## config.mk

```make
export PLATFORM = sky130hd
export DESIGN_NAME = page_mmu
export DESIGN_NICKNAME = d
export VERILOG_FILES = /design/src/common/cpu_pkg.sv /design/src/core/page_mmu.sv
export SDC_FILE = /design/constraint.sdc
export NUM_CORES = 1
export LEC_CHECK = 0
export ABC_AREA = 1
export BUFFER_PORTS_ARGS = -buffer_cell sky130_fd_sc_hd__buf_2
export CORE_MARGIN = 10
export CORE_UTILIZATION = 55
export CTS_CLUSTER_SIZE = 8
export DETAILED_ROUTE_END_ITERATION = 6
export PLACE_DENSITY = 0.78
export SYNTH_ARGS = -nofsm -noshare
export SYNTH_HDL_FRONTEND = slang
export SYNTH_SLANG_ARGS = --single-unit
```

## constraint.sdc

```tcl
create_clock -name clka -period 3.7 [get_ports clka]
set_input_delay 0.185 -clock clka [delete_from_list [all_inputs] [get_ports clka]]
set_output_delay 0.185 -clock clka [all_outputs]
set_load 0.1 [all_outputs]
```

## src/common/cpu_pkg.sv

```systemverilog
package cpu_pkg;

  // word and address geometry
  localparam int data_w      = 16;  // data and instruction word
  localparam int addr_w      = 10;  // 1024 word RAM
  localparam int page_bits   = 4;   // page field of an address
  localparam int offset_bits = 6;   // 64 words per page
  localparam int num_pages   = 16;  // physical pages
  localparam int reg_count   = 8;   // register file depth
  localparam int reg_idx_w   = 3;   // register index width

  // core sequencer states
  localparam logic [2:0] cs_idle      = 3'd0;  // waiting for start
  localparam logic [2:0] cs_fetch_op  = 3'd1;  // first instruction word
  localparam logic [2:0] cs_fetch_arg = 3'd2;  // operand word
  localparam logic [2:0] cs_exec      = 3'd3;  // decode and execute
  localparam logic [2:0] cs_mem       = 3'd4;  // data read or write

  // mmu states
  localparam logic [1:0] ms_idle    = 2'd0;  // no request in flight
  localparam logic [1:0] ms_alloc   = 2'd1;  // table entry just written
  localparam logic [1:0] ms_req     = 2'd2;  // waiting for arbiter grant
  localparam logic [1:0] ms_wait_rd = 2'd3;  // waiting for read data

  // opcode sits in the upper byte of the first word
  typedef enum logic [7:0] {
    op_jmp       = 8'd1,   // pc = operand
    op_ram2reg   = 8'd2,   // reg = mem[operand]
    op_reg2ram   = 8'd3,   // mem[operand] = reg
    op_num2reg   = 8'd4,   // reg = operand
    op_reg_plus  = 8'd5,   // reg += operand
    op_reg_minus = 8'd6,   // reg -= operand
    op_exit      = 8'd17   // halt the core
  } opcode_t;

  // one address word, seen flat or split into page and offset
  typedef union packed {
    logic [addr_w-1:0] flat;
    struct packed {
      logic [page_bits-1:0]   page;
      logic [offset_bits-1:0] offset;
    } paged;
  } mem_addr_u;

endpackage

```

## src/core/page_mmu.sv

```systemverilog
module page_mmu
  import cpu_pkg::*;
(
  input  logic              clka,
  input  logic              rst_n,
  input  logic              core_req,
  input  logic              core_we,
  input  logic [addr_w-1:0] core_laddr,
  input  logic [data_w-1:0] core_wdata,
  output logic [data_w-1:0] core_rdata,
  output logic              core_rvalid,
  output logic              core_wdone,
  output logic              mmu_req,
  output logic              mmu_we,
  output logic [addr_w-1:0] mmu_addr,    // physical address
  output logic [data_w-1:0] mmu_wdata,
  input  logic              arb_gnt,
  input  logic              mmu_rvalid,
  input  logic [data_w-1:0] mmu_rdata
);

  logic [1:0]           state;
  mem_addr_u            laddr_u, paddr_u;
  logic [num_pages-1:0] pg_valid;                 // logical page mapped
  logic [page_bits-1:0] pg_map [num_pages];       // logical to physical page
  logic [page_bits:0]   next_free;                // one extra bit to see overflow
  logic                 hit, alloc;

  assign laddr_u = core_laddr;
  assign hit     = pg_valid[laddr_u.paged.page];
  assign alloc   = (state == ms_idle) && core_req && !hit;  // first touch

  always_comb begin
    paddr_u.paged.page   = pg_map[laddr_u.paged.page];
    paddr_u.paged.offset = laddr_u.paged.offset;  // offset passes unchanged
  end

  assign mmu_req     = (state == ms_req);
  assign mmu_we      = core_we;     // core holds these with core_req
  assign mmu_wdata   = core_wdata;
  assign core_wdone  = mmu_req && arb_gnt && core_we;  // write done at grant
  assign core_rvalid = (state == ms_wait_rd) && mmu_rvalid;
  assign core_rdata  = mmu_rdata;

  always_ff @(posedge clka or negedge rst_n) begin
    if (!rst_n) begin
      state     <= ms_idle;
      pg_valid  <= num_pages'(1);              // logical 0 on physical 0
      next_free <= (page_bits + 1)'(1);
      for (int i = 0; i < num_pages; i++) begin
        pg_map[i] <= '0;
      end
    end else begin
      case (state)
        ms_idle: begin
          if (core_req) begin
            if (hit) begin
              state <= ms_req;
            end else begin
              pg_valid[laddr_u.paged.page] <= 1'b1;
              pg_map[laddr_u.paged.page]   <= next_free[page_bits-1:0];  // lowest unused
              next_free                    <= next_free + 1'b1;
              state                        <= ms_alloc;
            end
          end
        end
        ms_alloc: state <= ms_req;  // entry is valid now
        ms_req: begin
          if (arb_gnt) state <= core_we ? ms_idle : ms_wait_rd;
        end
        ms_wait_rd: begin
          if (mmu_rvalid) state <= ms_idle;
        end
        default: state <= ms_idle;
      endcase
    end
  end

  // translated address latched on the way into ms_req
  always_ff @(posedge clka) begin
    if ((state == ms_idle && core_req && hit) || state == ms_alloc) begin
      mmu_addr <= paddr_u.flat;
    end
  end

  a_pages_left: assert property (@(posedge clka) disable iff (!rst_n)
    alloc |-> next_free < num_pages);

endmodule

```

=== Word-level counts from Yosys, hierarchy flattened ===
Index checks and enable logic that the tools add are counted.
W data, S select, Z words.

* Multiplexer cells: 16
* Bitwise logic cells: 3
* Add/subtract/negate cells: 1
* Eq/ne operators: 6
* Order comparisons: 4
* Reductions and logical operators: 11

{| class="wikitable"
|+ Operator list
! operator !! number
|-
| $bwmux W64 || 1
|-
| $bmux W4 S4 || 1
|-
| $demux W4 S4 || 1
|-
| $or A16 B16 Y16 || 1
|-
| $mux W4 || 3
|-
| $mux W2 || 5
|-
| $pmux W2 S4 || 1
|-
| $logic_and A1 B1 Y1 || 7
|-
| $reduce_and A3 Y1 || 2
|-
| $add A5 B1 Y5 const B || 1
|-
| $ge A5 B5 Y1 const B || 1
|-
| $lt A4 B5 Y1 const B || 1
|-
| $lt A5 B1 Y1 const B || 1
|-
| $not A4 Y5 || 1
|-
| $bmux W1 S4 || 1
|-
| $demux W1 S4 || 1
|-
| $eq A2 B2 Y1 const B || 2
|-
| $ge A4 B1 Y1 const B || 1
|-
| $ne A2 B2 Y1 const B || 2
|-
| $eq A2 B1 Y1 const B || 1
|-
| $logic_not A2 Y1 || 1
|-
| $mux W1 || 2
|-
| $ne A2 B1 Y1 const B || 1
|-
| $logic_or A1 B1 Y1 || 1
|-
| $not A1 Y1 || 1
|}

* Bits of input ports: 48
* Register bits after elaboration: 97

=== Longest topological paths before layout ===
* Word-level depth: 6
* Depth in mapped cells: 13

=== Worst setup path after synthesis ===
Ideal clock, no wire load.

* Path kind: reg2out
* From: register state[1]
* To: output port core_wdone
* Setup slack: 292 ps
* Buffers on the path: 0
* Stages on the path, launching flop included: 5
* Arrival time: 3223 ps
* Cell sequence: dfrtp_1 > inv_1 > nor2_1 > inv_1 > nor2_1

* Cells in the longest elaborated chain, start to end: 3

{| class="wikitable"
|+ Ends and longest elaborated chain
! element !! line !! text
|-
| start: declaration || page_mmu.sv:22 || <nowiki>logic [1:0] state;</nowiki>
|-
| start signal: assignment || page_mmu.sv:47 || <nowiki>state <= ms_idle;</nowiki>
|-
| start signal: assignment || page_mmu.sv:58 || <nowiki>state <= ms_req;</nowiki>
|-
| start signal: assignment || page_mmu.sv:63 || <nowiki>state <= ms_alloc;</nowiki>
|-
| $eq A2 B2 Y1 || page_mmu.sv:38 || <nowiki>assign mmu_req = (state == ms_req);</nowiki>
|-
| net mmu_req || page_mmu.sv:13 || <nowiki>output logic mmu_req,</nowiki>
|-
| $logic_and A1 B1 Y1 (2 in a row) || page_mmu.sv:41 || <nowiki>assign core_wdone = mmu_req && arb_gnt && core_we;</nowiki>
|-
| end: declaration || page_mmu.sv:12 || <nowiki>output logic core_wdone,</nowiki>
|}

The timed path passes the listed nets, and every way through them passes these cells.

=== Worst setup path after layout ===
* From: input port core_laddr[7]
* To: register pg_map[50] (netlist name)

* Cells in the longest elaborated chain, start to end: 6
* Elaborated cells on any way between the ends: 11
* Those cells by class: 2 x order compare; 5 x mux; 2 x bitwise; 2 x reduce/logical

{| class="wikitable"
|+ Ends and longest elaborated chain
! element !! line !! text
|-
| start: declaration || page_mmu.sv:8 || <nowiki>input logic [addr_w-1:0] core_laddr,</nowiki>
|-
| $not A4 Y5 (implied by the code) || page_mmu.sv:61 || <nowiki>pg_map[laddr_u.paged.page] <= next_free[page_bits-1:0];</nowiki>
|-
| $ge A5 B5 Y1 (implied by the code) / $lt A5 B1 Y1 (equally long branches) || page_mmu.sv:61 ||
|-
| $logic_and A1 B1 Y1 (implied by the code) || page_mmu.sv:61 ||
|-
| $mux W4 (implied by the code) || page_mmu.sv:61 ||
|-
| $demux W4 S4 || page_mmu.sv:61 ||
|-
| $bwmux W64 || page_mmu.sv:61 ||
|-
| end signal: indexed assignment || page_mmu.sv:61 ||
|-
| end: declaration || page_mmu.sv:25 || <nowiki>logic [page_bits-1:0] pg_map [num_pages];</nowiki>
|}

Parallel ways exist; a longest one is shown, timed or not. The select of a mux whose other input is x is not followed.
A chain may end at the register's enable or synchronous reset.

==> metrics <==
outcome finished clean; Placer Congestion ~0.94; crit path launch core_laddr[7]; Area Growth Syn to Fin 3.30%; DRC errors left 0; Syn Area/Cell slightly above 8 um2; initial drt markers 441; Slew Limit Headroom approximately 25%; worst reg2reg path startpoint pg_valid[13]; power density over the cells approximately 600 nW/um2; Synth warnings 0; Worst Skew about 0.014 ns; syn nets around 650; total length of routed wires about 13 mm; share of cells above drive strength 1 between 10% and 20%; largest area contributor in the netlist dfrtp_1; Layout Utilization between 50 and 60%; routed vias 4230; Final Net Count approximately 640; placed cells 679; GR Overflow Total 0; # H-tree levels 3; initial antenna violation count 0; Placeable Area about 8800 um2; Crit. End Element flip-flop; first-pass GRT wire length approximately 21 mm; Unique masters post-synth 27; Die X 115 um; final hold vios 0; Final min period about 2.3 ns; clock slew seen by the registers of the worst setup and hold paths 0.09 ns; max-cap viol count 0; RSZ-0062 raised after global routing no; leakage power approximately 2.7 nW; vias per cell 6.03; worst-skew pair later-pin latency 0.38 ns; TritonCTS clock tree built; vias in the first global route roughly 4000; final worst path period share around 62%; critical path launch point type input port; Tot Pwr just over 3 mW; DIE AREA 13200 um2; Clock Path Buffers 2; starting density of the core 56.7%; GRT Resource Usage Total a little under 20%; pin count of the biggest net entering global routing 87; setup violators final 0; Synth Cell Area 4970 um2; crit path max fanout 39; peak supply drop 0.423 mV; Post-DP HPWL between 8 and 9 mm; Crit path arrival time roughly 2.6 ns; Final Max Tran Viols 0; setup TNS 0 ns; Hold Crit Class in2async; Synth top area share a little over two fifths; synth top area cells dfrtp_1, nand2_1, nand4_1; Setup Crit Path Kind in2reg; DR WL/cell approximately 18 um; post-route ant nets 0; n_diodes 0; drt first pass iters 5; sequential fraction of the synthesis area 49.4%; fill count between 700 and 800; I/O Pins 94; Worst EP required approximately 4.0 ns; # rows 34; Max Fclk roughly 430 MHz; Num CTS Buffers 9; worst-margin pin slew roughly 1.1 ns; CTS root buf clkbuf_8; clock sinks 96; Final Non-Filler Cells about 700; Resized cells post-CTS 0; count of state elements after synthesis 96; Die H 115 um; Gate Count Post-Synth 604; input/output buffers 29
per-layer routing:
metal	vias up	global-route usage, %	part of all wire [%]
met5	-	0	0
met2	223	28.9	46
met4	0	9.16	2.6
met1	2000	26.9	42
li1	1970	-	-
met3	37	4.17	9.8
area by class of cell:
cell class,count,area (um2),share of cell area (%)
clock buffers,12,156,3.05
clock inverters,4,28.8,0.561
inverters,32,120,2.34
multi-input cells,406,1970,38.4
flip-flops and latches,96,2450,47.8
well taps,108,135,2.63
repair buffers,43,268,5.22
through the flow:
stage | setup WS, ns | cell area (um2) | hold slack [ns]
2_1_floorplan | 0.292 | 4970 | -0.111
3_3_place_gp | 1.14 | 4890 | 0.365
3_5_place_dp | 1.08 | 4890 | 0.364
4_1_cts | 1.46 | 5130 | 0.0565
5_1_grt | 1.17 | 5130 | 0.104
6_report | 1.40 | 5130 | 0.00796
report_power, final:
group | internal (mW) | total [mW] | switching [mW]
Sequential | 1.27 | 1.51 | 0.238
Clock | 0.286 | 0.657 | 0.371
Combinational | 0.218 | 0.922 | 0.703
Total | 1.78 | 3.09 | 1.31
state kept, by name, summed over array words and instances, names as in the netlist:
signal	cells
mmu_addr	10
next_free	4
pg_map	64
pg_valid	16
state	2
kinds of logic (layout without fill, tap and decap cells):
group | count (synthesis) | count (layout) | share of synthesized area (%)
buffers and inverters | 102 | 91 | 11.1
DFF | 96 | 96 | 49.4
adders and majority gates | 1 | 1 | 0.252
and+or+nand+nor | 376 | 376 | 35.3
xor gates and xnor gates | 2 | 2 | 0.353
AOI/OAI and AO/OA | 27 | 27 | 3.58
layout by cell type (no fill, tap or decap), types with 6 or more instances in the layout:
cell type | Yosys | final
buf_4 | 34 | 9
nand2_1 | 214 | 214
nor2_1 | 23 | 23
buf_2 | 8 | 28
dfrtp_1 | 84 | 84
inv_1 | 31 | 31
clkbuf_8 | 0 | 9
a22oi_1 | 16 | 16
nand4_2 | 8 | 8
edfxtp_1 | 10 | 10
o21ai_0 | 8 | 8
nand3_1 | 50 | 50
dlygate4sd3_1 | 0 | 6
nand4_1 | 76 | 76
worst max-delay path, cell delays in order:
cell and delay [ns]:
buf_2 0.18, inv_1 0.52, nand2_1 0.26, nand2_1 0.08
nand2_1 0.07, nand2_1 0.16, nor2_4 0.51, nand4_1 0.36
nand2_1 0.15, nand2_1 0.07
final timing paths:
| check | to | slack [ns] | cells past startpoint |
|---|---|---|---|
| worst max register to register | pg_map[50] | 1.51 | 10 |
| min in group clka | state[0] | 0.11 | 4 |
| max in group asynchronous | pg_valid[9] | 3.03 | 1 |
| worst min register to register | pg_valid[0] | 0.46 | 2 |
| worst max-delay path | pg_map[50] | 1.40 | 10 |
| worst min-delay path | next_free[1] | 0.008 | 1 |
repair_timing:
action	in CTS	in global routing
hold endpoints to repair	6	0
hold buffers	6	0
buffers inserted	0	0
setup endpoints to repair	0	0
Yosys cell counts:
master,count
nor2_4,1
nand4_2,8
nor2_2,1
o21bai_1,1
dfstp_2,2
a22oi_1,16
o21ai_0,8
buf_4,34
nand2_2,1
nand4_1,76
buf_1,6
dfrtp_1,84
nor3_1,1
nand2_1,214
a21oi_1,2
buf_2,8
buf_6,4
nor3_2,1
nor2_1,23
xnor2_1,1
xor2_1,1
clkbuf_1,18
edfxtp_1,10
inv_2,1
nand3_1,50
inv_1,31
ha_1,1
Power figures use the tool's default switching activity.
