`src/common/cpu_pkg.sv`:
```
package cpu_pkg;

  // word and address geometry
  localparam int data_w      = 16;  // data and instruction word
  localparam int addr_w      = 10;  // 1024 word RAM
  localparam int page_bits   = 4;   // page field of an address
  localparam int offset_bits = 6;   // 64 words per page
  localparam int num_pages   = 16;  // physical pages
  localparam int reg_count   = 8;   // register file depth
  localparam int reg_idx_w   = 3;   // register index width

  // core sequencer states
  localparam logic [2:0] cs_idle      = 3'd0;  // waiting for start
  localparam logic [2:0] cs_fetch_op  = 3'd1;  // first instruction word
  localparam logic [2:0] cs_fetch_arg = 3'd2;  // operand word
  localparam logic [2:0] cs_exec      = 3'd3;  // decode and execute
  localparam logic [2:0] cs_mem       = 3'd4;  // data read or write

  // mmu states
  localparam logic [1:0] ms_idle    = 2'd0;  // no request in flight
  localparam logic [1:0] ms_alloc   = 2'd1;  // table entry just written
  localparam logic [1:0] ms_req     = 2'd2;  // waiting for arbiter grant
  localparam logic [1:0] ms_wait_rd = 2'd3;  // waiting for read data

  // opcode sits in the upper byte of the first word
  typedef enum logic [7:0] {
    op_jmp       = 8'd1,   // pc = operand
    op_ram2reg   = 8'd2,   // reg = mem[operand]
    op_reg2ram   = 8'd3,   // mem[operand] = reg
    op_num2reg   = 8'd4,   // reg = operand
    op_reg_plus  = 8'd5,   // reg += operand
    op_reg_minus = 8'd6,   // reg -= operand
    op_exit      = 8'd17   // halt the core
  } opcode_t;

  // one address word, seen flat or split into page and offset
  typedef union packed {
    logic [addr_w-1:0] flat;
    struct packed {
      logic [page_bits-1:0]   page;
      logic [offset_bits-1:0] offset;
    } paged;
  } mem_addr_u;

endpackage

```
`src/hdl/mem_arbiter.sv`:
```
module mem_arbiter
  import cpu_pkg::*;
(
  input  logic              clka,
  input  logic              rst_n,
  input  logic              host_wr,
  input  logic              host_rd,
  input  logic [addr_w-1:0] host_addr,
  input  logic [data_w-1:0] host_wdata,
  output logic [data_w-1:0] host_rdata,
  output logic              host_rdata_valid,
  input  logic              mmu_req,
  input  logic              mmu_we,
  input  logic [addr_w-1:0] mmu_addr,
  input  logic [data_w-1:0] mmu_wdata,
  output logic              arb_gnt,
  output logic              mmu_rvalid,
  output logic [data_w-1:0] mmu_rdata,
  output logic              ram_en,
  output logic              ram_we,
  output logic [addr_w-1:0] ram_addr,
  output logic [data_w-1:0] ram_wdata,
  input  logic [data_w-1:0] ram_rdata
);

  logic host_acc;   // host uses the ram this cycle
  logic rd_valid_q; // ram_rdata valid now
  logic rd_host_q;  // owner of that read, 1 = host

  assign host_acc = host_wr | host_rd;
  assign arb_gnt  = mmu_req & ~host_acc;  // host always wins

  assign ram_en    = host_acc | mmu_req;
  assign ram_we    = host_acc ? host_wr    : mmu_we;
  assign ram_addr  = host_acc ? host_addr  : mmu_addr;
  assign ram_wdata = host_acc ? host_wdata : mmu_wdata;

  always_ff @(posedge clka or negedge rst_n) begin
    if (!rst_n) begin
      rd_valid_q <= 1'b0;
      rd_host_q  <= 1'b0;
    end else begin
      rd_valid_q <= host_rd | (arb_gnt & ~mmu_we);
      rd_host_q  <= host_rd;
    end
  end

  assign host_rdata_valid = rd_valid_q & rd_host_q;
  assign mmu_rvalid       = rd_valid_q & ~rd_host_q;
  assign host_rdata       = ram_rdata;
  assign mmu_rdata        = ram_rdata;

  // host strobes only while the core is halted
  a_host_first: assert property (@(posedge clka) disable iff (!rst_n)
    host_acc |-> !mmu_req);

endmodule

```
`config.mk`:
```
export PLATFORM = sky130hd
export DESIGN_NAME = mem_arbiter
export DESIGN_NICKNAME = d
export VERILOG_FILES = /design/src/common/cpu_pkg.sv /design/src/hdl/mem_arbiter.sv
export SDC_FILE = /design/constraint.sdc
export NUM_CORES = 1
export LEC_CHECK = 0
export BUFFER_PORTS_ARGS = -buffer_cell sky130_fd_sc_hd__buf_2
export CORE_AREA = 3 3 51 64
export DETAILED_ROUTE_END_ITERATION = 10
export DIE_AREA = 0 0 54 67
export PLACE_DENSITY = 0.81
export SLEW_MARGIN = 30
export SYNTH_ARGS = -nofsm -noshare
export SYNTH_HDL_FRONTEND = slang
export SYNTH_SLANG_ARGS = --single-unit
```
`constraint.sdc`:
```
create_clock -name clka -period 1.3 [get_ports clka]
set_input_delay 0.065 -clock clka [delete_from_list [all_inputs] [get_ports clka]]
set_output_delay 0.065 -clock clka [all_outputs]
set_load 0.02 [all_outputs]
```
Word-level counts from Yosys, hierarchy flattened. Cells that the tools add are included.

Muxes and demuxes: 3. Bitwise operators: 10.

Operator list (number): 16-bit two-way mux (1); 10-bit two-way mux (1); 1-bit AND (4); 1-bit NOT (3); 1-bit bitwise OR (3); 1-bit two-way mux (1).

Output and inout port bits: 63. Word-level logic and storage cells: 15. Bits in registers: 2. Bits of input ports: 74.

Depth between registers and ports, before layout. Gate-level depths: netlist of the first run.

Depth in word-level cells: 5. Gate-level depth with buffers: 3. Gate-level depth less buffers: 2.

Worst setup path before layout of the first run. Ideal clock, no wire load.

Path kind: input port to output port. From: input host_rd. To: output ram_addr[4]. Stages on the path: 3. Data required time: 1235 ps. Arrival time: 843 ps. Path buffers: 1. Path slack: 392 ps. Cell sequence: nor2_4 -> buf_8 -> mux2_2.

Word-level cells in the longest chain between the ends: 2.

RTL lines: start: declaration (line mem_arbiter.sv:7) `input logic host_rd,`; 1-bit bitwise OR (line mem_arbiter.sv:30) `assign host_acc = host_wr | host_rd;`; 10-bit two-way mux (line mem_arbiter.sv:35) `assign ram_addr = host_acc ? host_addr : mmu_addr;`; end: declaration (line mem_arbiter.sv:21) `output logic [addr_w-1:0] ram_addr,`.

No other way between the ends.

Worst setup path after layout of the first run.
From: input host_rd. To: output ram_wdata[0].

Word-level cells in the longest chain between the ends: 2.

RTL lines: 1-bit bitwise OR (line mem_arbiter.sv:30); 16-bit two-way mux (line mem_arbiter.sv:36) `assign ram_wdata = host_acc ? host_wdata : mmu_wdata;`; end: declaration (line mem_arbiter.sv:22) `output logic [data_w-1:0] ram_wdata,`.

No other way between the ends.

==> results.toml, run 1 <==
[global_route]
grt_pass1_vias = 738
grt_usage_pct = 13.7
grt_start_max_net_pins = 18
antenna_found_initial = 0
grt_overflow_total = 0
grt_pass1_wl_mm = 3.53

[clocking]
cts_made_buffers = 3
clkTransAtPathRegs_ns = 0.03
clockRootBuffer = "clkbuf_4"
post-cts-setup-buffers = 0
htreeDepth = 1
cts_tree = "done"
clk_path_buf_depth = 2
cts_sinks = 2

[synth]
ys_ff_latch = 2
synthTopCellsByCount = "buf_4, mux2_2, buf_8, dfrtp_1, inv_1"
yosysTopAreaCell = "mux2_2"
yosysMostFrequentCell = "buf_4"
ys_types = 13
syn_area_um2 = 672
yosysWarnings = 0
synth_edf_count = 0
dominantRegCellSynth = "dfrtp_1"
postSynth.asyncResetShare_pct = 100
syn_nets = 145
seq_area_frac_synth_pct = 7.45
ys_top_cells_by_area = "mux2_2, buf_4, dfrtp_1"
synth_cells = 71
avgSynthCellArea_um2 = 9.46
synth_top_area_share_pct = 41.9

[finish]
nFillCells = 287
stdcell_count = 165
post_route_cells_drive_above_1_share_pct = 91.6
diodes = 0
nets = 207
syn2layout_area_growth_pct = 40.6

[timing]
hold_viol = 0
hold_ws_ns = 0.0243
slew_viol_final = 0
tns_ns = 0
worst_pin_slew_ns = 0.183
rsz0062_at_grt = "false"
post-route-period-util_pct = 86.6
fmax_mhz = 888
setup_viol = 0
period_minus_slack_ns = 1.13
fin_ws_ns = 0.174
slew_headroom_pct = 87.7

[routing]
dr.first_iter.drc_count = 0
vias = 696
wl_mm = 2.44
ant_nets = 0
drc = 0
wl_per_cell_um = 14.8
dr.pass1.iters = 1
viasPerCell = 4.22

[floorplan]
core_um2 = 2710
die_x_um = 54
io_pins = 137
die_y_um = 67
initial_core_util_pct = 24.8
rows = 21
die_area_um2 = 3620

[status]
outcome = "finished, final reports clean"

[power_and_ir_drop]
peakVddDrop_mv = 0.300
p_per_area_nw_per_um2 = 605
leakagePower_nw = 0.531

[place]
gp_routability_congestion = 0.773
dp_hpwl_mm = 2.09
placed_cells = 161
dp_slack_ns = 0.170
portBuffers = 88

[hold_path]
hp-start = "host_rd"
whs_path_depth = 1
hold_path_class = "input port to flip-flop"
hold_path_end = "rd_host_q"

[critical_path]
required_ns = 1.24
arrival_ns = 1.06
crit_fanout = 10
critPathCaptureType = "output port"
start_kind = "input port"
crit_type = "input port to output port"

[flow_run]
cap_violations = 0
sequential cells by signal, indices dropped and copies added (netlist names):
register / cells
rd_valid_q: 1
rd_host_q: 1
area by class of cell:
cell class	instances	area [µm²]	area share (%)
clock buffer	3	22.5	2.38
multi-input combinational	33	344	36.4
timing repair buffer	91	478	50.6
inverter	2	7.51	0.795
tap	34	42.5	4.50
sequential	2	50.0	5.30
layout by cell type, fill, tap and decap left out:
cell type      instances
mux2_4                 1
nor2_4                 1
buf_12                 1
inv_1                  2
nor3_1                 1
mux2_2                25
nor2b_1                1
dlygate4sd3_1          1
buf_2                 88
clkbuf_4               3
buf_4                  1
a21o_1                 1
dfrtp_1                2
nand2_1                1
o31ai_1                1
and2_1                 1
layer usage:
layer / GRT usage, % / up-vias / share of wire [%] / routed length (µm)
li1: - / 327 / - / -
met5: 0 / - / 0 / 0
met2: 25.2 / 59 / 51 / 1250
met4: 10.6 / 0 / 4.1 / 99
met1: 12.6 / 298 / 31 / 762
met3: 2.68 / 12 / 13 / 320
kinds of logic (layout without fill, tap and decap cells):
kind of cell / Yosys count / after routing / share of synthesized area [%]
buffers and inverters: 36 / 96 / 41.3
and+or+nand+nor: 5 / 5 / 4.84
AOI/OAI and AO/OA: 2 / 2 / 2.24
muxes: 26 / 26 / 44.1
DFF: 2 / 2 / 7.45
what timing repair did:
action                                  4_1_cts  5_1_grt
hold buffers                                  1        0
hold endpoints to repair                      2        0
endpoints found under the setup margin        0        0
gates resized for setup                       0        0
critical path, stage by stage:
cell and delay, ns:
buf_2 0.13, nor2_4 0.14, buf_4 0.21, mux2_2 0.35, buf_2 0.16
how the worst max path moves through the flow:
stage | from | to | cells past startpoint
5_1_grt | host_rd | ram_wdata[0] | 5
3_3_place_gp | host_rd | ram_addr[6] | 5
4_1_cts | host_rd | ram_wdata[0] | 5
2_1_floorplan | host_rd | ram_addr[4] | 3
3_5_place_dp | host_rd | ram_wdata[0] | 5
6_report | host_rd | ram_wdata[0] | 5
power by group:
part           leakage (nW)  switching (W)  internal (W)
Combinational         0.494       0.000184      0.000181
Sequential           0.0230     0.00000122     0.0000663
Clock                0.0138      0.0000372      0.000102
Total                 0.531       0.000222      0.000349
stage by stage:
stage	utilization [%]	total power (W)	cell area [µm²]
floorplan	-	0.000415	672
global placement	33.7	0.000433	912
detailed placement	33.7	0.000432	912
CTS	34.9	0.000584	945
global route	34.9	0.000617	945
finish	34.9	0.000571	945
Note: power is estimated with default switching activity, not from simulation.
==> run 2, diff against run 1 <==
--- a/config.mk
+++ b/config.mk
@@ -7,10 +7,13 @@
 export LEC_CHECK = 0
 export BUFFER_PORTS_ARGS = -buffer_cell sky130_fd_sc_hd__buf_2
 export CORE_AREA = 3 3 51 64
+export CTS_BUF_LIST = sky130_fd_sc_hd__clkbuf_16
 export DETAILED_ROUTE_END_ITERATION = 10
 export DIE_AREA = 0 0 54 67
+export GPL_ROUTABILITY_DRIVEN = 0
 export PLACE_DENSITY = 0.81
 export SLEW_MARGIN = 30
 export SYNTH_ARGS = -nofsm -noshare
 export SYNTH_HDL_FRONTEND = slang
 export SYNTH_SLANG_ARGS = --single-unit
+export TNS_END_PERCENT = 20
==> run 2 against run 1 <==
Compared with the run above: via count stayed put; clock-buffer cell count stayed put; first-iteration DRC count is 3 higher; critical path depth stayed put; die area stayed put; critical endpoint unchanged.
==> results.toml, run 2 (synthesis gave the netlist of run 1 again) <==
[timing]
hold_ws_ns = 0.0313
rsz0062_at_grt = "false"
slew_headroom_pct = 87.8
setup_viol = 0
fmax_mhz = 885
period_minus_slack_ns = 1.13
slew_viol_final = 0
hold_viol = 0
post-route-period-util_pct = 86.9
tns_ns = 0
worst_pin_slew_ns = 0.182

[routing]
viasPerCell = 4.22
dr.pass1.iters = 2
wl_mm = 2.45
wl_per_cell_um = 14.9
drc = 0
vias = 696
dr.first_iter.drc_count = 3
ant_nets = 0

[finish]
layout_commonest_cell = "buf_2"
post_route_cells_drive_above_1_share_pct = 91.6
stdcell_count = 165
mostFrequentLayoutCells = "buf_2, mux2_2, clkbuf_16"
nets = 207
syn2layout_area_growth_pct = 48.4
nFillCells = 285
diodes = 0
reg_top3 = "rd_host_q (1), rd_valid_q (1)"

[critical_path]
crit_type = "input port to output port"
required_ns = 1.24
crit_fanout = 10
critPathCaptureType = "output port"
start_kind = "input port"
arrival_ns = 1.07

[clocking]
clkTransAtPathRegs_ns = 0.03
cts_sinks = 2
clockRootBuffer = "clkbuf_16"
htreeDepth = 1
cts_tree = "done"
clk_path_buf_depth = 2
cts_made_buffers = 3

[floorplan]
initial_core_util_pct = 24.8
rows = 21
io_pins = 137
die_area_um2 = 3620
core_um2 = 2710
die_y_um = 67
die_x_um = 54

[hold_path]
hold_path_class = "input port to flip-flop"

[global_route]
grt_overflow_total = 0
grt_usage_pct = 14.0
grt_pass1_wl_mm = 3.57
antenna_found_initial = 0
grt_start_max_net_pins = 18
grt_pass1_vias = 738

[place]
placed_cells = 161
dp_hpwl_mm = 2.09
portBuffers = 88

[flow_run]
cap_violations = 0

[status]
outcome = "finished, final reports clean"

[power_and_ir_drop]
peakVddDrop_mv = 0.615
p_per_area_nw_per_um2 = 897
leakagePower_nw = 0.554
-- run 2: final cells by class --
cell class / instances / area (µm²) / area share (%)
multi-input cells: 33 / 344 / 34.5
flip-flops and latches: 2 / 50.0 / 5.02
clock buffers: 3 / 75.1 / 7.53
well taps: 34 / 42.5 / 4.27
repair buffers: 91 / 478 / 47.9
inverters: 2 / 7.51 / 0.753
-- run 2: critical path, cell delays in order --
cell    delay (ns)
buf_2         0.13
nor2_4        0.14
buf_4         0.21
mux2_2        0.35
buf_2         0.16
-- run 2: final timing paths --
kind | depth (start not counted) | startpoint | end
min in group asynchronous | 2 | rst_n | rd_host_q
hold / removal | 1 | host_rd | rd_host_q
setup / recovery | 5 | host_rd | ram_wdata[0]
max in group asynchronous | 2 | rst_n | rd_valid_q
-- run 2: through the flow --
step	power [W]	setup WS [ns]	utilization (%)	cell area [µm²]
floorplan	0.000415	0.392	-	672
global placement	0.000433	0.200	33.7	912
detailed placement	0.000432	0.170	33.7	912
CTS	0.000906	0.159	36.8	997
global route	0.000945	0.127	36.8	997
finish	0.000895	0.170	36.8	997
-- run 2: routing by layer --
layer / global-route usage (%) / vias to the layer above / share of wire, %
met1: 12.9 / 297 / 31
met2: 25.2 / 60 / 51
met4: 10.6 / 0 / 4.0
li1: - / 327 / -
met5: 0 / - / 0
met3: 3.36 / 12 / 14
-- run 2: power breakdown --
group | leakage (nW) | internal (W) | switching, W
Sequential | 0.0230 | 0.0000663 | 0.00000125
Combinational | 0.494 | 0.000181 | 0.000184
Clock | 0.0370 | 0.000391 | 0.0000711
Total | 0.554 | 0.000639 | 0.000256
-- run 2: repair_timing --
action / 4_1_cts / 5_1_grt
hold buffers: 1 / 0
buffers inserted: 0 / 0
hold endpoints to repair: 2 / 0
gates resized for setup: 0 / 0
