<file path="config.mk">
export PLATFORM = sky130hd
export DESIGN_NAME = core_seq
export DESIGN_NICKNAME = d
export VERILOG_FILES = /design/src/common/cpu_pkg.sv /design/src/core/core_seq.sv
export SDC_FILE = /design/constraint.sdc
export NUM_CORES = 1
export LEC_CHECK = 0
export ABC_AREA = 1
export BUFFER_PORTS_ARGS = -buffer_cell sky130_fd_sc_hd__buf_2
export CAP_MARGIN = 0
export CORE_ASPECT_RATIO = 1.1
export CORE_MARGIN = 2
export CORE_UTILIZATION = 45
export CTS_CLUSTER_SIZE = 12
export DETAILED_ROUTE_END_ITERATION = 10
export GPL_TIMING_DRIVEN = 0
export PLACE_DENSITY = 0.57
export SETUP_SLACK_MARGIN = 0.02
export SLEW_MARGIN = 30
export SYNTH_ARGS = -nofsm -noshare
export SYNTH_HDL_FRONTEND = slang
export SYNTH_SLANG_ARGS = --single-unit
</file>
<file path="constraint.sdc">
create_clock -name clka -period 4.4 [get_ports clka]
set_input_delay 0.44 -clock clka [delete_from_list [all_inputs] [get_ports clka]]
set_output_delay 0.44 -clock clka [all_outputs]
set_load 0.02 [all_outputs]
</file>
<file path="src/common/cpu_pkg.sv">
package cpu_pkg;

  // word and address geometry
  localparam int data_w      = 16;  // data and instruction word
  localparam int addr_w      = 10;  // 1024 word RAM
  localparam int page_bits   = 4;   // page field of an address
  localparam int offset_bits = 6;   // 64 words per page
  localparam int num_pages   = 16;  // physical pages
  localparam int reg_count   = 8;   // register file depth
  localparam int reg_idx_w   = 3;   // register index width

  // core sequencer states
  localparam logic [2:0] cs_idle      = 3'd0;  // waiting for start
  localparam logic [2:0] cs_fetch_op  = 3'd1;  // first instruction word
  localparam logic [2:0] cs_fetch_arg = 3'd2;  // operand word
  localparam logic [2:0] cs_exec      = 3'd3;  // decode and execute
  localparam logic [2:0] cs_mem       = 3'd4;  // data read or write

  // mmu states
  localparam logic [1:0] ms_idle    = 2'd0;  // no request in flight
  localparam logic [1:0] ms_alloc   = 2'd1;  // table entry just written
  localparam logic [1:0] ms_req     = 2'd2;  // waiting for arbiter grant
  localparam logic [1:0] ms_wait_rd = 2'd3;  // waiting for read data

  // opcode sits in the upper byte of the first word
  typedef enum logic [7:0] {
    op_jmp       = 8'd1,   // pc = operand
    op_ram2reg   = 8'd2,   // reg = mem[operand]
    op_reg2ram   = 8'd3,   // mem[operand] = reg
    op_num2reg   = 8'd4,   // reg = operand
    op_reg_plus  = 8'd5,   // reg += operand
    op_reg_minus = 8'd6,   // reg -= operand
    op_exit      = 8'd17   // halt the core
  } opcode_t;

  // one address word, seen flat or split into page and offset
  typedef union packed {
    logic [addr_w-1:0] flat;
    struct packed {
      logic [page_bits-1:0]   page;
      logic [offset_bits-1:0] offset;
    } paged;
  } mem_addr_u;

endpackage

</file>
<file path="src/core/core_seq.sv">
module core_seq
  import cpu_pkg::*;
(
  input  logic              clka,
  input  logic              rst_n,
  input  logic              start,
  output logic              core_req,     // held until rvalid or wdone
  output logic              core_we,
  output logic [addr_w-1:0] core_laddr,   // logical address
  output logic [data_w-1:0] core_wdata,
  input  logic [data_w-1:0] core_rdata,
  input  logic              core_rvalid,
  input  logic              core_wdone,
  output logic              busy,
  output logic              retire
);

  logic [2:0]           state;
  logic [addr_w-1:0]    pc;                    // logical program counter
  logic [data_w-1:0]    regs [reg_count];      // register file
  opcode_t              ir_op;                 // latched opcode
  logic [reg_idx_w-1:0] ir_reg;                // low bits of register number
  logic [data_w-1:0]    ir_arg;                // operand word
  logic                 done;                  // current request finished

  assign done = core_rvalid | core_wdone;

  always_ff @(posedge clka or negedge rst_n) begin
    if (!rst_n) begin
      state    <= cs_idle;
      core_req <= 1'b0;
      core_we  <= 1'b0;
      busy     <= 1'b0;
      retire   <= 1'b0;
      pc       <= '0;
      for (int i = 0; i < reg_count; i++) begin
        regs[i] <= '0;
      end
    end else begin
      retire <= 1'b0;  // single cycle strobe
      case (state)
        cs_idle: begin
          busy <= start;  // also drops busy the cycle after exit retired
          if (start) begin
            pc    <= '0;
            state <= cs_fetch_op;
          end
        end
        cs_fetch_op: begin
          if (!core_req) begin
            core_req <= 1'b1;  // read at pc
            core_we  <= 1'b0;
          end else if (done) begin
            core_req <= 1'b0;
            state    <= cs_fetch_arg;
          end
        end
        cs_fetch_arg: begin
          if (!core_req) begin
            core_req <= 1'b1;  // read at pc + 1
            core_we  <= 1'b0;
          end else if (done) begin
            core_req <= 1'b0;
            state    <= cs_exec;
          end
        end
        cs_exec: begin
          if (ir_op == op_ram2reg || ir_op == op_reg2ram) begin
            state <= cs_mem;  // needs a data access first
          end else begin
            retire <= 1'b1;
            pc     <= pc + addr_w'(2);
            state  <= cs_fetch_op;
            case (ir_op)
              op_jmp:       pc <= ir_arg[addr_w-1:0];
              op_num2reg:   regs[ir_reg] <= ir_arg;
              op_reg_plus:  regs[ir_reg] <= regs[ir_reg] + ir_arg;   // wraps at 16 bits
              op_reg_minus: regs[ir_reg] <= regs[ir_reg] - ir_arg;
              op_exit:      state <= cs_idle;
              default: ;  // unknown opcode just retires
            endcase
          end
        end
        cs_mem: begin
          if (!core_req) begin
            core_req <= 1'b1;
            core_we  <= (ir_op == op_reg2ram);
          end else if (done) begin
            core_req <= 1'b0;
            if (!core_we) begin
              regs[ir_reg] <= core_rdata;  // ram2reg result
            end
            retire <= 1'b1;
            pc     <= pc + addr_w'(2);
            state  <= cs_fetch_op;
          end
        end
        default: state <= cs_idle;
      endcase
    end
  end

  // instruction and request payload, stable while core_req is high
  always_ff @(posedge clka) begin
    case (state)
      cs_fetch_op: begin
        core_laddr <= pc;
        if (core_rvalid) begin
          ir_op  <= opcode_t'(core_rdata[data_w-1:8]);
          ir_reg <= core_rdata[reg_idx_w-1:0];
        end
      end
      cs_fetch_arg: begin
        core_laddr <= pc + addr_w'(1);
        if (core_rvalid) ir_arg <= core_rdata;
      end
      cs_mem: begin
        core_laddr <= ir_arg[addr_w-1:0];  // only low address bits used
        core_wdata <= regs[ir_reg];
      end
      default: ;
    endcase
  end

  // mmu answers only a request that is still up
  a_answer_held: assert property (@(posedge clka) disable iff (!rst_n)
    done |-> core_req);
  // read data never answers a write
  a_answer_kind: assert property (@(posedge clka) disable iff (!rst_n)
    core_rvalid |-> !core_we);

endmodule

</file>
Yosys cells after proc, flatten, opt, wreduce, memory -nomap -nowiden
Cells that the tools add are included.
W data, S select, Z words.
{ "word_totals": {"register_bits": 198, "in_bits": 21, "out_inout_bits": 30, "word_cells": 106} }
{ "op_classes": {"n_addsub": 4, "order_cmp": 2, "eq_ne": 23, "muxes": 41, "bitwise_logic": 2, "n_reduce_logical": 15} }
{ "ops": {"columns": ["op", "count"], "rows": [
  ["$bwmux W128", 4],
  ["$mux W128", 4],
  ["$pmux W128 S3", 1],
  ["$pmux W128 S2", 1],
  ["$pmux W10 S3", 2],
  ["$mux W10", 5],
  ["$bmux W16 S3", 1],
  ["$demux W16 S3", 1],
  ["$mux W16", 3],
  ["$eq A8 B3 Y1 const B", 3],
  ["$mux W3", 8],
  ["$ne A2 B2 Y1 const B", 11],
  ["$add A16 B16 Y16", 1],
  ["$eq A8 B2 Y1 const B", 2],
  ["$sub A16 B16 Y16", 1],
  ["$pmux W3 S5", 1],
  ["$add A10 B1 Y10 const B", 1],
  ["$add A10 B2 Y10 const B", 1],
  ["$eq A8 B1 Y1 const B", 1],
  ["$eq A8 B5 Y1 const B", 1],
  ["$mux W1", 8],
  ["$reduce_and A7 Y1", 1],
  ["$eq A3 B2 Y1 const B", 2],
  ["$reduce_and A6 Y1", 1],
  ["18 further kinds", 22]
]} }

Depth between registers and ports, before layout
{ "logic_depth": {"depth_word": 10, "depth_mapped": 25, "depth_no_buf": 23} }

Worst setup path after synthesis
OpenSTA, ideal clock, no wires.
{ "synth_path": {"path_kind": "reg-to-reg", "start": "register ir_reg[0]", "end": "register regs[26] (netlist bit)", "setup_ps": 77, "arrival_ps": 3410, "required_time_ps": 4323, "path_slack_ps": 913, "path_stages_with_launch": 21, "n_path_buf": 3, "period_less_slack_ps": 3487, "path_cell_list": "edfxtp_1 -> buf_2 -> inv_2 -> nor3_2 -> inv_2 -> buf_2 -> buf_1 -> o22ai_1 -> a221oi_1 -> o2111ai_1 -> fa_1 -> nand3_1 -> nand2_1 -> nand2_1 -> nand2_1 -> a21oi_1 -> xor2_1 -> nand2_1 -> nand3_1 -> nand2_1 -> a21oi_1"} }
{ "synth_via": {"elab_chain_cells": 10, "elab_cells_between_ends": 21, "cone_classes": "add/sub (2); order compare (2); mux (15); bitwise (1); reduce/logical (1)"} }
{ "synth_rtl": {"columns": ["item", "line", "rtl"], "rows": [
  ["start: declaration", "core_seq.sv:22", "logic [reg_idx_w-1:0] ir_reg;"],
  ["start signal: assignment", "core_seq.sv:110", "ir_reg <= core_rdata[reg_idx_w-1:0];"],
  ["$not A3 Y4 (not written as such) (*)", null, null],
  ["parallel branches: the longest is 8 deep, another holds $sub A16 B16 Y16", null, null],
  ["$pmux W128 S2 (*)", "core_seq.sv:41", "case (state)"],
  ["end signal: indexed assignment", "core_seq.sv:77", "op_reg_plus: regs[ir_reg] <= regs[ir_reg] + ir_arg;"],
  ["end signal: indexed assignment", "core_seq.sv:78", "op_reg_minus: regs[ir_reg] <= regs[ir_reg] - ir_arg;"],
  ["end signal: indexed assignment", "core_seq.sv:91", "regs[ir_reg] <= core_rdata;"],
  ["end: declaration", "core_seq.sv:20", "logic [data_w-1:0] regs [reg_count];"]
]} }
Every way passes the cells marked *. The select of a mux whose other input is x is not followed.
A chain may end at the register's enable or synchronous reset.

Worst setup path in the final report
{ "layout_path": {"start": "register ir_reg[2]", "end": "register regs[109] (netlist bit)"} }
Same word-level chain as after synthesis.

==> flow_summary.yaml <==
synthesis:
  synth_cells: 2050
  yosysSeqAreaShare: 0.359
  syn-cell-area_sq_mm: 0.0145
  ys.flop_type: "dfrtp_1"
  async_reset_ff_frac: 0.732
  synth_fp_nets: 2109
  synth-seq-cells: 198
  synth_cell_type_count: 58
  yosysWarnings: 0
  synth_edf_count: 53
  synth_area_per_cell_sq_um: 7.10
power:
  vdd_drop_max_mv: 0.343
  p_clk_frac: 0.163
  seqPwrFrac: 0.294
  total_power_mw: 10.5
  intPower_mw: 5.21
  leakagePower_nw: 7.73
  power.density_mw_per_mm2: 626
  power.switching_mw: 5.32
  netSwitchingFraction: 0.505
  pwr-share-comb: 0.543
worst_setup_path:
  cp_num_buf_inv: 5
  critPathKind: "reg -> reg"
  crit_chain: "buf_4, clkinvlp_4, nor3_4, buf_4, clkbuf_4, a21oi_1, nand3_1, ha_2, inv_1, nand2_1, nor3_1, nand3_1, nand3_1, nand2_2, nand3_1, nand3_1, nand3_1, nand2_1, a21oi_1"
  critPathTopFamily: "simple AND/OR/NAND/NOR gates"
  cp.arrival_ns: 4.66
  cp-end-kind: "flop"
  cpPeakStageDelay_ns: 0.42
  required_ns: 4.78
  crit_top_cell: "nand3_1"
  slowest_stage: "ha_2"
  cp_max_fo: 10
  cp-start-kind: "flop"
clock_tree:
  cts_tree: "yes"
  htree_levels: 4
  clk_path_buf_depth: 2
  cts_root_buf: "clkbuf_16"
  cts_sinks: 198
  clkSlewWorstSetupHoldPaths_ns: 0.08
  cts_buffers: 17
  clk-insertion-delay-late_ns: 0.48
grt:
  use_met1: 0.510
  grt.total_usage: 0.390
  grt_overflow: 0
  grt_pass1_vias: 15000
  grtUsageMet2: 0.603
  busiest_layer: "met2"
  grt_pass1_wl_microns: 96500
  grt_max_degree: 56
  met3_usage: 0.0774
  antenna_found_initial: 1
placed_design:
  gp_congestion: 1.02
  io_buffers: 50
  hpwl_microns: 50700
  place_area_sq_mm: 0.0154
sta:
  tightest_slew_ns: 1.07
  hold_ws_ns: 0.176
  finalCriticalPeriod_ns: 4.28
  hold_viol: 0
  slew_violations: 0
  period_share: 0.972
  finalSetupTns_ns: 0
  finalSetupViolCount: 0
  max_freq_mhz: 234
  slew-limit-headroom: 0.290
  skew_ns: 0.0181
  rsz0062_at_grt: "yes"
cells_and_area:
  register_area_sq_mm: 0.00522
  area_growth_syn_to_layout_pct: 15.8
  multi_input_area_sq_mm: 0.00856
  drive_gt1_frac: 0.160
  largestRegisters: "regs: 128 flops, core_wdata: 16 flops, ir_arg: 16 flops"
  fin_area_sq_mm: 0.0168
  largest_register_ff_count: 128
  fin_util: 0.524
  fillCellCount: 3255
  regMostFlops: "regs"
  final_nets: 2203
drt:
  first_pass_iters: 6
  drt_iter0_drc: 2317
  wirelength_microns: 65800
  drt-vias-per-instance: 6.26
  drcViolationCount: 0
  ant_nets: 0
  vias: 16200
  wl_per_cell_microns: 25.5
floorplanning:
  core-area_sq_mm: 0.0321
  start_util: 0.453
  io_pins: 51
  die_w_microns: 175
  dieArea_sq_mm: 0.0338
  num_rows: 69
  die_h_microns: 193
worst_hold_path:
  min_path_type: "in -> reg"
status:
  status: "finished, final reports clean"
job:
  max_cap_violations: 0
## cell usage in the layout (no fill, tap or decap), types with 6 or more instances in the layout
master / netlist / layout
a221oi_2: 0 / 6
nand2_4: 5 / 9
clkbuf_2: 0 / 11
nor2_2: 9 / 11
o221ai_1: 24 / 24
clkbuf_4: 0 / 8
dfrtp_1: 145 / 145
or2_2: 33 / 32
a21oi_1: 184 / 178
buf_1: 16 / 9
nand4_1: 8 / 8
nand3_2: 2 / 6
clkbuf_16: 0 / 17
buf_6: 4 / 8
o21ai_1: 6 / 7
o211ai_1: 56 / 56
inv_2: 19 / 17
nor2_1: 201 / 198
a21oi_2: 2 / 8
inv_6: 1 / 7
o21a_1: 8 / 8
a31oi_1: 11 / 11
a22oi_1: 30 / 29
nand3_1: 241 / 235
xor2_1: 15 / 8
o22ai_1: 65 / 64
nand2_1: 432 / 418
buf_2: 33 / 81
clkbuf_1: 46 / 19
edfxtp_1: 53 / 53
inv_1: 183 / 181
o21ai_0: 91 / 90
nand2_2: 11 / 21
nor3_1: 13 / 10
ha_1: 36 / 31
buf_4: 4 / 37
## cells by family (layout without fill, tap and decap cells)
family,Yosys count,count (layout),share of synthesized area
compound gates,509,509,0.212
xor+xnor,17,17,0.0102
fa+ha+maj,38,38,0.0337
buf+inv,312,419,0.0868
flops,198,198,0.359
mux,7,7,0.00507
other cells,0,1,0
simple gates,969,969,0.293
## what timing repair did
item	4_1_cts	5_1_grt
hold buffers	1	0
resized for setup	82	93
pin swaps	6	15
endpoints found under the hold margin	39	0
endpoints found under the setup margin	120	101
buffers inserted	12	12
## power by group through the flow
stage / sequential, mW / clock, mW / combinational (mW)
3_5_place_dp: 3.09 / 0 / 4.91
4_1_cts: 3.05 / 1.72 / 5.22
2_1_floorplan: 3.02 / 0 / 3.15
5_1_grt: 3.16 / 1.78 / 6.14
6_report: 3.10 / 1.72 / 5.72
3_3_place_gp: 3.08 / 0 / 4.86
## stage by stage
| step | setup slack [ns] | instances |
|---|---|---|
| after floorplan | 0.913 | 2050 |
| after global placement | -1.39 | 2526 |
| after detailed placement | -1.39 | 2529 |
| after CTS | 0.0227 | 2571 |
| after global routing | -0.0266 | 2583 |
| final | 0.123 | 2584 |
## worst paths after layout
check	slack (ns)	depth (start not counted)	from	to
worst max-delay path	0.12	19	ir_reg[2]	regs[109]
worst min-delay path	0.18	1	core_rdata[1]	ir_reg[1]
worst max register to register	0.12	19	ir_reg[2]	regs[109]
worst min register to register	0.48	2	regs[80]	regs[80]
max in group asynchronous	3.29	3	rst_n	regs[62]
min in group asynchronous	0.46	2	rst_n	pc[9]
## cell usage after synthesis, types with 5 or more instances
cell type,number,area [sq um]
o21a_1,8,60.1
nand2_1,432,1620
a31oi_1,11,68.8
clkbuf_1,46,173
a22oi_1,30,225
nand2_2,11,68.8
buf_2,33,165
nor2_2,9,56.3
or2_2,33,206
a221oi_1,10,87.6
o211ai_1,56,420
dfrtp_1,145,3630
xor2_1,15,131
o21ai_1,6,30.0
o221ai_1,24,210
a21oi_1,184,921
o2111ai_1,8,70.1
inv_1,183,687
edfxtp_1,53,1590
nand3_1,241,1210
o21bai_1,5,37.5
buf_1,16,60.1
o22ai_1,65,407
clkinv_1,6,22.5
ha_1,36,450
nand2_4,5,56.3
inv_2,19,71.3
nand4_1,8,50.1
nor3_1,13,65.1
nor2_1,201,754
o21ai_0,91,455
## layout make-up
| type | instances | share of cell area |
|---|---|---|
| clock inverters | 14 | 0.0102 |
| clock buffers | 18 | 0.0255 |
| repair buffers | 78 | 0.0317 |
| flip-flops and latches | 198 | 0.310 |
| plain buffers | 100 | 0.0344 |
| diodes | 1 | 0.000149 |
| multi-input cells | 1540 | 0.508 |
| inverters | 209 | 0.0481 |
| well taps | 426 | 0.0317 |
## routing by layer
metal / routed length, microns / vias to the layer above
met5: 0 / -
met4: 4020 / 0
met3: 6880 / 180
met2: 28800 / 1009
met1: 26200 / 7754
li1: - / 7239
No activity file was read; power rests on OpenSTA's default activity.
